**config.mk**
```make
export PLATFORM = sky130hd
export DESIGN_NAME = crypto_control
export DESIGN_NICKNAME = d
export VERILOG_FILES = /design/src/hdl/crypto_pkg.sv /design/src/hdl/addr_range_ctr.sv /design/src/hdl/crypto_control.sv /design/src/hdl/crypto_fsm.sv /design/src/hdl/result_reg.sv /design/src/hdl/sm_select.sv
export SDC_FILE = /design/constraint.sdc
export NUM_CORES = 1
export LEC_CHECK = 0
export BUFFER_PORTS_ARGS = -buffer_cell sky130_fd_sc_hd__buf_2
export CORE_ASPECT_RATIO = 0.7
export CORE_MARGIN = 4
export CORE_UTILIZATION = 52
export DETAILED_ROUTE_END_ITERATION = 12
export MAX_ROUTING_LAYER = met4
export PLACE_DENSITY = 0.87
export SYNTH_ARGS = -nofsm -noshare
export SYNTH_HDL_FRONTEND = slang
export SYNTH_SLANG_ARGS = --single-unit
```
**constraint.sdc**
```tcl
create_clock -name clk -period 7.55 [get_ports clk]
set_input_delay 0.755 -clock clk [delete_from_list [all_inputs] [get_ports clk]]
set_output_delay 0.755 -clock clk [all_outputs]
set_load 0.05 [all_outputs]
```
**src/hdl/crypto_pkg.sv**
```systemverilog
package crypto_pkg;

    typedef logic [15:0] word_t;
    typedef logic [15:0] reg_sel_t;
    typedef logic [1:0]  byte_en_t;

    // byte step between consecutive words
    localparam word_t    ADDR_STEP    = 16'd2;
    // one-hot register selects
    localparam reg_sel_t DEST_R15     = 16'h8000;
    localparam reg_sel_t DEST_PC      = 16'h0001;
    localparam byte_en_t BYTE_EN_WORD = 2'b11;

    // disable is a keyword, hence the suffix
    typedef struct packed {
        logic id;
        logic id_prev;
        logic disable_sm;
    } cmd_t;

    typedef struct packed {
        word_t pc;
        word_t r15;
    } cpu_regs_t;

    typedef enum logic [2:0] {
        REQ_NONE,
        REQ_ID,
        REQ_PUB_START,
        REQ_PUB_END,
        REQ_SEC_START,
        REQ_SEC_END
    } sm_req_t;

    typedef struct packed {
        logic     en;
        byte_en_t wr;
        word_t    addr;
        word_t    data;
    } mem_bus_t;

    typedef struct packed {
        logic     write;
        reg_sel_t dest;
        word_t    data;
    } reg_wb_t;

    typedef struct packed {
        logic wr;
        logic z;
    } status_t;

    typedef struct packed {
        logic init;
        logic limit_init;
        logic inc;
    } range_ctl_t;

    typedef enum logic [1:0] {
        RES_NONE,
        RES_FAIL,
        RES_SUCCESS
    } result_kind_t;

    typedef enum logic [3:0] {
        IDLE,
        CHECK_SM,
        CLEAR_CODE_INIT1,
        CLEAR_CODE_INIT2,
        CLEAR_CODE,
        CLEAR_DATA_INIT1,
        CLEAR_DATA_INIT2,
        CLEAR_DATA,
        FAIL,
        IRQ_FAIL,
        SUCCESS,
        WAIT
    } crypto_state_t;

endpackage

```
**src/hdl/addr_range_ctr.sv**
```systemverilog
module addr_range_ctr (
    input  logic                    clk,
    input  logic                    reset,
    input  crypto_pkg::range_ctl_t  ctl,
    input  crypto_pkg::word_t       bound,
    output crypto_pkg::word_t       addr,
    output logic                    done
);
    import crypto_pkg::*;

    word_t limit;

    always_ff @(posedge clk)
    begin
        if (reset)
            addr <= '0;
        else if (ctl.init)
            addr <= bound;
        else if (ctl.inc)
            addr <= addr + ADDR_STEP;
    end

    // end address is exclusive
    always_ff @(posedge clk)
    begin
        if (reset)
            limit <= '0;
        else if (ctl.limit_init)
            limit <= bound;
    end

    assign done = (addr >= limit);

endmodule

```
**src/hdl/crypto_control.sv**
```systemverilog
module crypto_control (
    input  logic                   clk,
    input  logic                   reset,
    input  logic                   start,
    input  logic                   irq_pnd,
    input  crypto_pkg::cmd_t       cmd,
    input  crypto_pkg::cpu_regs_t  regs,
    input  crypto_pkg::word_t      sm_data,
    input  crypto_pkg::word_t      sm_prev_id,
    input  logic                   sm_data_select_valid,
    input  logic                   sm_key_select_valid,
    output logic                   busy,
    output crypto_pkg::sm_req_t    sm_request,
    output crypto_pkg::word_t      sm_data_select,
    output crypto_pkg::word_t      sm_key_select,
    output crypto_pkg::mem_bus_t   mem,
    output crypto_pkg::reg_wb_t    wb,
    output crypto_pkg::status_t    status
);
    import crypto_pkg::*;

    range_ctl_t   range_ctl;
    result_kind_t result_kind;
    logic         sm_valid;
    logic         range_done;
    logic         mem_en;
    byte_en_t     mem_wr;
    word_t        mem_addr;

    // clearing is the only memory write, so data is always zero
    assign mem = '{en: mem_en, wr: mem_wr, addr: mem_addr, data: '0};

    crypto_fsm i_crypto_fsm (
        .clk         (clk),
        .reset       (reset),
        .start       (start),
        .irq_pnd     (irq_pnd),
        .cmd         (cmd),
        .sm_valid    (sm_valid),
        .range_done  (range_done),
        .busy        (busy),
        .sm_request  (sm_request),
        .range_ctl   (range_ctl),
        .mem_en      (mem_en),
        .mem_wr      (mem_wr),
        .result_kind (result_kind),
        .status      (status)
    );

    // range bounds come straight from the SM table answer
    addr_range_ctr i_addr_range_ctr (
        .clk   (clk),
        .reset (reset),
        .ctl   (range_ctl),
        .bound (sm_data),
        .addr  (mem_addr),
        .done  (range_done)
    );

    sm_select i_sm_select (
        .clk               (clk),
        .reset             (reset),
        .cmd               (cmd),
        .regs              (regs),
        .data_select_valid (sm_data_select_valid),
        .key_select_valid  (sm_key_select_valid),
        .data_select       (sm_data_select),
        .key_select        (sm_key_select),
        .sm_valid          (sm_valid)
    );

    result_reg i_result_reg (
        .clk        (clk),
        .reset      (reset),
        .kind       (result_kind),
        .cmd        (cmd),
        .regs       (regs),
        .sm_data    (sm_data),
        .sm_prev_id (sm_prev_id),
        .wb         (wb)
    );

endmodule

```
**src/hdl/crypto_fsm.sv**
```systemverilog
module crypto_fsm (
    input  logic                      clk,
    input  logic                      reset,
    input  logic                      start,
    input  logic                      irq_pnd,
    input  crypto_pkg::cmd_t          cmd,
    input  logic                      sm_valid,
    input  logic                      range_done,
    output logic                      busy,
    output crypto_pkg::sm_req_t       sm_request,
    output crypto_pkg::range_ctl_t    range_ctl,
    output logic                      mem_en,
    output crypto_pkg::byte_en_t      mem_wr,
    output crypto_pkg::result_kind_t  result_kind,
    output crypto_pkg::status_t       status
);
    import crypto_pkg::*;

    crypto_state_t state;
    crypto_state_t next_state;
    logic          irq_abort;

    // only the multi-cycle part of a command can be interrupted
    assign irq_abort = irq_pnd &&
                       !(state inside {IDLE, CHECK_SM, FAIL, SUCCESS, IRQ_FAIL});

    always_ff @(posedge clk)
    begin
        if (reset)
            state <= IDLE;
        else
            state <= next_state;
    end

    always_comb
    begin
        next_state = IDLE;
        if (irq_abort)
        begin
            next_state = IRQ_FAIL;
        end
        else
        begin
            case (state)
                IDLE:
                    next_state = start ? CHECK_SM : IDLE;
                CHECK_SM:
                begin
                    if (!sm_valid)
                        next_state = FAIL;
                    else if (cmd.id || cmd.id_prev)
                        next_state = SUCCESS;
                    else if (cmd.disable_sm)
                        next_state = CLEAR_CODE_INIT1;
                    else
                        next_state = FAIL;
                end
                CLEAR_CODE_INIT1:
                    next_state = CLEAR_CODE_INIT2;
                CLEAR_CODE_INIT2:
                    next_state = CLEAR_CODE;
                CLEAR_CODE:
                    next_state = range_done ? CLEAR_DATA_INIT1 : CLEAR_CODE;
                CLEAR_DATA_INIT1:
                    next_state = CLEAR_DATA_INIT2;
                CLEAR_DATA_INIT2:
                    next_state = CLEAR_DATA;
                CLEAR_DATA:
                    next_state = range_done ? SUCCESS : CLEAR_DATA;
                SUCCESS:
                    next_state = cmd.disable_sm ? WAIT : IDLE;
                FAIL, IRQ_FAIL, WAIT:
                    next_state = IDLE;
                default:
                    next_state = IDLE;
            endcase
        end
    end

    // control decode on the state being entered
    always_comb
    begin
        busy        = 1'b1;
        sm_request  = REQ_NONE;
        range_ctl   = '0;
        mem_en      = 1'b0;
        mem_wr      = '0;
        result_kind = RES_NONE;
        status      = '0;

        case (next_state)
            IDLE:
                busy = 1'b0;
            CLEAR_CODE_INIT1:
            begin
                sm_request     = REQ_PUB_START;
                range_ctl.init = 1'b1;
            end
            CLEAR_CODE_INIT2:
            begin
                sm_request           = REQ_PUB_END;
                range_ctl.limit_init = 1'b1;
            end
            CLEAR_DATA_INIT1:
            begin
                sm_request     = REQ_SEC_START;
                range_ctl.init = 1'b1;
            end
            CLEAR_DATA_INIT2:
            begin
                sm_request           = REQ_SEC_END;
                range_ctl.limit_init = 1'b1;
            end
            CLEAR_CODE, CLEAR_DATA:
            begin
                mem_en        = 1'b1;
                mem_wr        = BYTE_EN_WORD;
                range_ctl.inc = 1'b1;
            end
            FAIL:
            begin
                result_kind = RES_FAIL;
                status.wr   = 1'b1;
            end
            IRQ_FAIL:
            begin
                // z tells an abort apart from a failed check
                result_kind = RES_FAIL;
                status.wr   = 1'b1;
                status.z    = 1'b1;
            end
            SUCCESS:
            begin
                sm_request  = REQ_ID;
                result_kind = RES_SUCCESS;
                status.wr   = 1'b1;
            end
            default:
            begin
            end
        endcase
    end

endmodule

```
**src/hdl/result_reg.sv**
```systemverilog
module result_reg (
    input  logic                      clk,
    input  logic                      reset,
    input  crypto_pkg::result_kind_t  kind,
    input  crypto_pkg::cmd_t          cmd,
    input  crypto_pkg::cpu_regs_t     regs,
    input  crypto_pkg::word_t         sm_data,
    input  crypto_pkg::word_t         sm_prev_id,
    output crypto_pkg::reg_wb_t       wb
);
    import crypto_pkg::*;

    word_t success_data;

    always_comb
    begin
        if (cmd.id)
            success_data = sm_data;
        else if (cmd.id_prev)
            success_data = sm_prev_id;
        else
            success_data = regs.r15;
    end

    always_ff @(posedge clk)
    begin
        if (reset || kind == RES_NONE)
        begin
            wb <= '0;
        end
        else
        begin
            wb.write <= 1'b1;
            if (kind == RES_FAIL)
            begin
                wb.dest <= DEST_R15;
                wb.data <= '0;
            end
            else
            begin
                // disable jumps back through the PC
                wb.dest <= cmd.disable_sm ? DEST_PC : DEST_R15;
                wb.data <= success_data;
            end
        end
    end

endmodule

```
**src/hdl/sm_select.sv**
```systemverilog
module sm_select (
    input  logic                   clk,
    input  logic                   reset,
    input  crypto_pkg::cmd_t       cmd,
    input  crypto_pkg::cpu_regs_t  regs,
    input  logic                   data_select_valid,
    input  logic                   key_select_valid,
    output crypto_pkg::word_t      data_select,
    output crypto_pkg::word_t      key_select,
    output logic                   sm_valid
);

    logic data_needed;
    logic key_needed;

    // lookup by address in r15, otherwise the calling SM
    assign data_select = cmd.id ? regs.r15 : regs.pc;
    assign key_select  = regs.pc;

    // previous-caller needs no SM at all
    assign data_needed = cmd.id;
    assign key_needed  = cmd.disable_sm;

    always_ff @(posedge clk)
    begin
        if (reset)
            sm_valid <= 1'b0;
        else
            sm_valid <= (!data_needed || data_select_valid) &&
                        (!key_needed || key_select_valid);
    end

endmodule

```
# Word level (Yosys, flattened, before mapping)
# Cells that the tools add are included.
# totals
ff_bits	70
out_inout_bits	106
# classes
addsub	1
n_mux	26
reduce_logical	20
n_eq_ne	20
magnitude_cmp	1
# ops
operator	n
16-bit 2-to-1 mux	6
4-bit case mux with 9 select lines	1
33-bit 2-to-1 mux	1
4-bit by 3-bit equality test with 1-bit output (second input constant)	8
32-bit 2-to-1 mux	1
4-bit equality test (second input constant)	6
4-bit 2-to-1 mux	6
16-bit by 2-bit adder with 16-bit output (second input constant)	1
4-bit by 2-bit equality test with 1-bit output (second input constant)	4
16-bit greater-or-equal comparator	1
3-bit case mux with 5 select lines	1
2-bit OR reduction	5
4-bit zero test	2
1-bit 2-to-1 mux	8
5-bit nonzero test	1
4-bit by 1-bit equality test with 1-bit output (second input constant)	1
1-bit logical OR	4
2-bit case mux with 2 select lines	1
1-bit zero test	3
3-bit OR reduction	1
2-bit by 1-bit equality test with 1-bit output (second input constant)	1
1-bit logical AND	2
2-bit zero test	1
2-bit 2-to-1 mux	1
2-bit nonzero test	1

# Logic depth before layout (Yosys ltp)
# Gate-level depths: netlist of run 1.
# depth
ltp_word	11
ltp_mapped	12
mapped_depth_nobuf	10

# By module
# Synthesis of run 1 repeated with hierarchy kept, for this count alone.
# unflattened
cells_unflattened	415
hier_area_um2	3834.9
# modules_own_cells
mod	area_per_inst_um2	seq_area_each_um2	cells_each	instances
addr_range_ctr	1808.0	640.6	206	1
result_reg	1007.2	380.4	95	1
crypto_fsm	480.5	80.1	58	1
sm_select	407.9	20.0	38	1
crypto_control	131.4	0.0	18	1

# Least setup slack after synthesis of run 1
# OpenSTA, ideal clock, no wires.
# synth_path
path_kind	register to output
startpoint	reg i_addr_range_ctr.addr[0]
endpoint	out sm_request[0]
t_required_ns	6.795
path_buffers	1
stages_incl_launch_ff	11
slack_ns	3.526
arrival_ns	3.269
cell_sequence	dfxtp_1 > inv_1 > ha_1 > nand2b_1 > a2111o_1 > a32oi_4 > a21oi_2 > nor2_1 > clkbuf_1 > xnor2_1 > nor2_1
# synth_between
elab_chain_cells	6
# synth_rtl
element	line_no	text
start: declaration	addr_range_ctr.sv:6	output crypto_pkg::word_t addr,
start signal: assignment	addr_range_ctr.sv:18	addr <= bound;
start signal: assignment	addr_range_ctr.sv:20	addr <= addr + ADDR_STEP;
16-bit greater-or-equal comparator *	addr_range_ctr.sv:32	assign done = (addr >= limit);
4-bit 2-to-1 mux / 1-bit 2-to-1 mux (equally long branches)	crypto_fsm.sv:69, crypto_fsm.sv:63	
4-bit case mux with 9 select lines *	crypto_fsm.sv:44	case (state)
4-bit 2-to-1 mux *	crypto_fsm.sv:38	if (irq_abort)
4-bit equality test, or another cell as far along	crypto_fsm.sv:91	case (next_state)
3-bit case mux with 5 select lines *	crypto_fsm.sv:91	
end: declaration	crypto_control.sv:13	output crypto_pkg::sm_req_t sm_request,
# Every way passes the cells marked *; elsewhere a longest branch is shown, timed or not.

# Final worst setup path of run 1
# layout_path
startpoint	in cmd[2] (netlist bit)
endpoint	out sm_request[0]
# layout_between
elab_chain_cells	7
# layout_rtl
element	line_no	text
start: declaration	crypto_control.sv:6	input crypto_pkg::cmd_t cmd,
1-bit logical OR *	crypto_fsm.sv:51	else if (cmd.id || cmd.id_prev)
4-bit 2-to-1 mux *	crypto_fsm.sv:51	
4-bit 2-to-1 mux *	crypto_fsm.sv:49	if (!sm_valid)
4-bit case mux with 9 select lines *	crypto_fsm.sv:44	
4-bit 2-to-1 mux *	crypto_fsm.sv:38	
4-bit equality test, or another cell as far along	crypto_fsm.sv:91	
3-bit case mux with 5 select lines *	crypto_fsm.sv:91	
# Marks and branches as above.

==> impl_metrics.ini, run 1 <==
[status]
status = finished clean

[floorplanning]
initial_core_util_pct = 53.8
die_width_um = 112
die_y_um = 81.0
core_area_um2 = 7350
die-area_um2 = 9090
ios = 179
rows = 26

[timing]
fin_skew_ps = 7.88
hold_violations = 0
period_minus_slack_ps = 4290
finalSetupViolCount = 0
grt_setup_unrepaired = no
drv_slew = 0
tightestPinTransition_ps = 955
slew_headroom_pct = 36.3
fmax_ghz = 0.233
period_share_pct = 56.8
setup-tns-final_ps = 0

[critical_path]
cpPeakStageDelay_ps = 710
cp_max_fo = 51
required_ps = 6800
end_kind = primary output
path_cells = buf_2, nor4bb_1, o22ai_1, nor4_1, a21oi_2, nor2_1, xnor2_1, nor2_1, buf_2
start_kind = primary input
critPathSlowestCell = nor2_1
worst-path-buf-inv = 2
crit_family = simple AND/OR/NAND/NOR gates
path_class = in -> out
cp.arrival_ps = 3530

[grt]
grt_util_all_layers_pct = 23.5
gr-usage-met1_pct = 31.7
grt_use_met2_pct = 37.5
grt-ovfl-total = 0
grt_antenna_before_repair = 0
grt_max_degree = 52
grt_pass1_vias = 3479
grt_pass1_wl_um = 17100
grtUsageMet3_pct = 3.87
busiest_layer = met2

[cells_and_area]
drive_above_1_share_pct = 33.7
areaGrowthSynthToFinish_pct = 14.6
stdcell_area_um2 = 4530
multi_input_area_um2 = 2290
seq_area_um2 = 1120
fin_nets = 676
fill_cells = 674
diodes = 0

[cts]
cts.path.max_buffers = 2
numCtsBuffers = 5
clockRootBuffer = clkbuf_8
path_clk_slew_ps = 100
htree_levels = 2
post_cts_buffers = 0
cts_hold_buf = 0
worst_skew_pair.late_latency_ps = 310
cts_tree = done
ctsResizeCount = 0
cts.sink_count = 56

[power]
total_leakage_power_nw = 2.08
power_density_nw_per_um2 = 360
ir_worst_vdd_mv = 0.238

[logic_synthesis]
syn-instance-count = 475
synth_area_per_cell_um2 = 8.33
yosysWarnings = 0
ys_seq_area_share_pct = 28.3
synthArstFlopShare_pct = 0
syn_area_um2 = 3960
netlist.area_leader.share_pct = 28.3
synth_ff_type = dfxtp_1
synth-seq-cells = 56
yosysTopAreaCell = dfxtp_1
ys_types = 68
ys_top_cells_by_area = dfxtp_1 (28%), buf_4 (9.5%), a211oi_1 (6.5%)
synth_enable_flop_cells = 0

[route]
drt_iter0_drc = 229
wl_per_cell_um = 16.4
totalWireLength_um = 11300
ant_nets = 0
dr.pass1.iters = 5
viasPerCell = 5.66
vias = 3878
route.detailed.drc = 0

[placed_design]
hpwl_um = 8840
placed_area_um2 = 4440
port_buffers = 148
gp_congestion = 0.935

[job]
drv_cap = 0

[hold_path]
hold_class = reg -> reg
## path summary, 6_finish.rpt
kind                                     startpoint                                      to  slack (ps)  depth (start not counted)
max                                          cmd[2]                           sm_request[0]        3260                          9
max reg2reg  i_addr_range_ctr.addr[11]$_SDFFE_PP0P_  i_addr_range_ctr.addr[10]$_SDFFE_PP0P_        4020                          9
min reg2reg   i_addr_range_ctr.addr[0]$_SDFFE_PP0P_   i_addr_range_ctr.addr[0]$_SDFFE_PP0P_         540                          2
min           i_addr_range_ctr.addr[0]$_SDFFE_PP0P_   i_addr_range_ctr.addr[0]$_SDFFE_PP0P_         540                          2
## final cells by class
type                       count  area share (%)
clock buffer                   5            1.52
clock inverter                 3           0.607
inverter                      39            3.28
multi-input combinational    334            50.5
sequential                    56            24.7
tap                           98            2.70
timing repair buffer         150            16.7
## through the flow
| stage | hold slack (ps) | std cells | util [%] | setup WS, ps | power (mW) |
|---|---|---|---|---|---|
| detailed placement | 521 | 677 | 60.4 | 3330 | 1.44 |
| global route | 600 | 685 | 61.7 | 3080 | 1.72 |
| CTS | 546 | 685 | 61.7 | 3330 | 1.62 |
| finish | 538 | 685 | 61.7 | 3260 | 1.63 |
| floorplan | 502 | 504 | - | 3530 | 1.25 |
| global placement | 505 | 677 | 60.4 | 3420 | 1.42 |
## worst reg2reg max path, cell delays in order (launching register included)
cell      delay (ps)
dfxtp_1          480
ha_1             310
a21oi_1          190
o21bai_1         140
nor3_1           600
a31o_2           500
nor2_1           290
a22oi_4          520
o21ai_1          140
a211oi_1         290
## state kept, by name, summed over array words and instances (netlist names)
name / cells
i_addr_range_ctr.addr: 16
i_addr_range_ctr.limit: 16
i_crypto_fsm.state: 4
i_result_reg.wb: 19
i_sm_select.sm_valid: 1
## power by group
| group | leakage [nW] | switching [mW] | internal (mW) |
|---|---|---|---|
| Clock | 0.0463 | 0.108 | 0.0685 |
| Combinational | 1.58 | 0.720 | 0.308 |
| Sequential | 0.453 | 0.0749 | 0.352 |
| Total | 2.08 | 0.902 | 0.729 |
## cell families after synthesis
family / count (synthesis) / share of synthesized area, %
flops: 56 / 28.3
simple gates: 106 / 15.3
compound gates: 161 / 28.8
mux: 18 / 5.06
fa+ha+maj: 17 / 5.38
other cells: 1 / 0.0948
buf+inv: 114 / 16.5
xor+xnor: 2 / 0.443
## metal layers
| metal | share of wire, % | vias up |
|---|---|---|
| li1 | - | 1876 |
| met4 | 1.2 | 0 |
| met3 | 7.4 | 19 |
| met5 | 0 | - |
| met1 | 44 | 1819 |
| met2 | 48 | 164 |
## layout by cell type (no fill, tap or decap), types with 3 or more instances in the layout
cell type / n
o211ai_1: 3
conb_1: 30
clkbuf_8: 5
nand2_1: 13
a31oi_1: 8
nor2_1: 21
nor2b_1: 17
a21oi_1: 27
inv_1: 38
nor4_1: 7
o21ai_1: 6
nand3_1: 10
buf_2: 148
a211oi_1: 34
o21ai_0: 46
o211a_1: 4
and2_1: 4
ha_1: 17
mux2_2: 16
dfxtp_1: 56
nor3_2: 3
nor3_1: 9
a31o_2: 3
or3_1: 3
o22ai_1: 3
## synthesized netlist by cell type (8+ instances only)
cell type  count
a211oi_1      34
a21oi_1       27
a31oi_1        8
buf_4         50
clkbuf_1      16
dfxtp_1       56
ha_1          17
inv_1         38
mux2_2        16
nand2_1       13
nand3_1       10
nor2_1        21
nor2b_1       17
nor3_1         9
o21ai_0       46
Note: power is estimated with default switching activity, not from simulation.
==> inputs of run 2 (changes only) <==
Settings changed: CORE_UTILIZATION 52 to 43, PLACE_DENSITY 0.87 to 0.77.
Clock period 7.55 ns to 3.75 ns, I/O delays scaled along.
==> impl_metrics.ini, run 2 (same netlist as run 1, synthesis figures left out) <==
[cells_and_area]
diodes = 0
drive_above_1_share_pct = 34.6
final_cell_mix = buf_2 (148), dfxtp_1 (56), o21ai_0 (46), inv_1 (38), a211oi_1 (34)
mostFrequentLayoutCell = buf_2
largest_register_ffs = 19
top_regs = i_result_reg.wb x19, i_addr_range_ctr.addr x16, i_addr_range_ctr.limit x16
fin_nets = 681
largest-register = i_result_reg.wb
utilization_pct = 53.7
areaGrowthSynthToFinish_pct = 17.9
fill_cells = 860

[status]
status = finished clean

[floorplanning]
die_width_um = 123
ios = 179
core_area_um2 = 8690
rows = 28
die_y_um = 88.3
initial_core_util_pct = 45.5
die-area_um2 = 10800

[grt]
grt_antenna_before_repair = 0
grt_pass1_wl_um = 17800
grt_max_degree = 50
grt_util_all_layers_pct = 21.4
grt-ovfl-total = 0
grt_pass1_vias = 3548

[timing]
slew_headroom_pct = 44.1
fmax_ghz = 0.294
finalSetupViolCount = 0
hold_violations = 0
drv_slew = 0
tightestPinTransition_ps = 837
grt_setup_unrepaired = no
fin_skew_ps = 7.86
period_minus_slack_ps = 3400
setup-tns-final_ps = 0
period_share_pct = 90.7
whs_ps = 326

[critical_path]
start_kind = flip-flop
cp.arrival_ps = 3030
path_cells = ha_1, nand4_2, nor3_2, nor3_2, a2111oi_4, o21ai_2, a21oi_4, buf_2
path_class = reg -> out
r2r_slack_ps = 550
required_ps = 3380
r2r_cells = 8
cpPeakStageDelay_ps = 470
cp_max_fo = 9
end_kind = primary output
r2r-end = i_addr_range_ctr.addr[15]$_SDFFE_PP0P_
timing.rr.start = i_addr_range_ctr.addr[1]$_SDFFE_PP0P_
crit_top_cell = nor3_2
critPathSlowestCell = a2111oi_4

[placed_design]
gp_congestion = 0.929
port_buffers = 148
hpwl_um = 9240

[cts]
cts_tree = done
htree_levels = 2
cts.sink_count = 56
post_cts_buffers = 0
clockRootBuffer = clkbuf_16
path_clk_slew_ps = 80
cts.path.max_buffers = 2
numCtsBuffers = 5
worst_skew_pair.late_latency_ps = 300

[hold_path]
hold_class = in -> reg
min_delay_worst_endpoint = i_sm_select.sm_valid$_SDFF_PP0_
hold_start = sm_key_select_valid
hold_path_depth = 3

[route]
ant_nets = 0
vias = 3806
totalWireLength_um = 11700
route.detailed.drc = 0
wl_per_cell_um = 16.5
drt_iter0_drc = 147
viasPerCell = 5.35
dr.pass1.iters = 4

[power]
power_mw = 3.47
power_density_nw_per_um2 = 744
ir_worst_vdd_mv = 0.367
total_leakage_power_nw = 2.14

[job]
drv_cap = 0
[run 2: cell count changes in the layout (fill, tap and decap cells not counted), sizes merged]
cell / before / now
buf: 150 / 155
clkinv: 1 / 2
clkinvlp: 1 / 0
[run 2: worst max-delay path, delay by kind of cell, from the launching register on]
kind                     cells  cell delay (ps)
buffers and inverters        1              330
AND/OR/NAND/NOR              3              710
adder cells (fa/ha/maj)      1              350
flip-flops                   1              370
AO/OA/AOI/OAI                3              960
[run 2: per-layer routing]
layer	vias to the layer above	wire length, µm	track usage (%)
met1	1753	5040	27.3
met3	18	949	5.24
li1	1887	-	-
met4	0	174	6.20
met2	148	5580	33.9
met5	-	0	-
[run 2: area by class of cell]
class | instances | area (µm²) | share of cell area [%]
Multi-Input combinational cell | 334 | 2300 | 49.4
Sequential cell | 56 | 1120 | 24.0
Timing Repair Buffer | 155 | 793 | 17.0
Tap cell | 120 | 150 | 3.22
Inverter | 39 | 149 | 3.19
Clock buffer | 5 | 125 | 2.68
Clock inverter | 3 | 22.5 | 0.483
[run 2: worst max-delay path by stage]
stage | cells past startpoint | start | to | slack (ps)
3_3_place_gp | 9 | i_addr_range_ctr.addr[13]$_SDFFE_PP0P_ | sm_request[0] | 390
2_1_floorplan | 10 | i_addr_range_ctr.addr[0]$_SDFFE_PP0P_ | sm_request[0] | 110
5_1_grt | 10 | i_addr_range_ctr.addr[0]$_SDFFE_PP0P_ | sm_request[0] | 160
4_1_cts | 9 | i_addr_range_ctr.addr[11]$_SDFFE_PP0P_ | sm_request[0] | 150
3_5_place_dp | 9 | i_addr_range_ctr.addr[13]$_SDFFE_PP0P_ | sm_request[0] | 300
6_report | 8 | i_addr_range_ctr.addr[13]$_SDFFE_PP0P_ | mem[33] | 350
[run 2: what timing repair did]
| action | CTS | global route |
|---|---|---|
| gates resized for setup | 1 | 2 |
| endpoints found under the setup margin | 1 | 1 |
| gates cloned | 0 | 0 |
| hold buffers | 0 | 0 |
[run 2: stage by stage]
| step | area [µm²] | instances | worst slack (ps) |
|---|---|---|---|
| after floorplan | 4070 | 504 | 106 |
| after global placement | 4500 | 704 | 395 |
| after detailed placement | 4500 | 704 | 303 |
| after CTS | 4650 | 712 | 153 |
| after global routing | 4660 | 712 | 160 |
| final | 4660 | 712 | 349 |
[run 2: report_power, final]
| group | total (mW) | internal [mW] | switching (mW) |
|---|---|---|---|
| Combinational | 2.13 | 0.659 | 1.48 |
| Sequential | 0.850 | 0.709 | 0.141 |
| Clock | 0.487 | 0.251 | 0.236 |
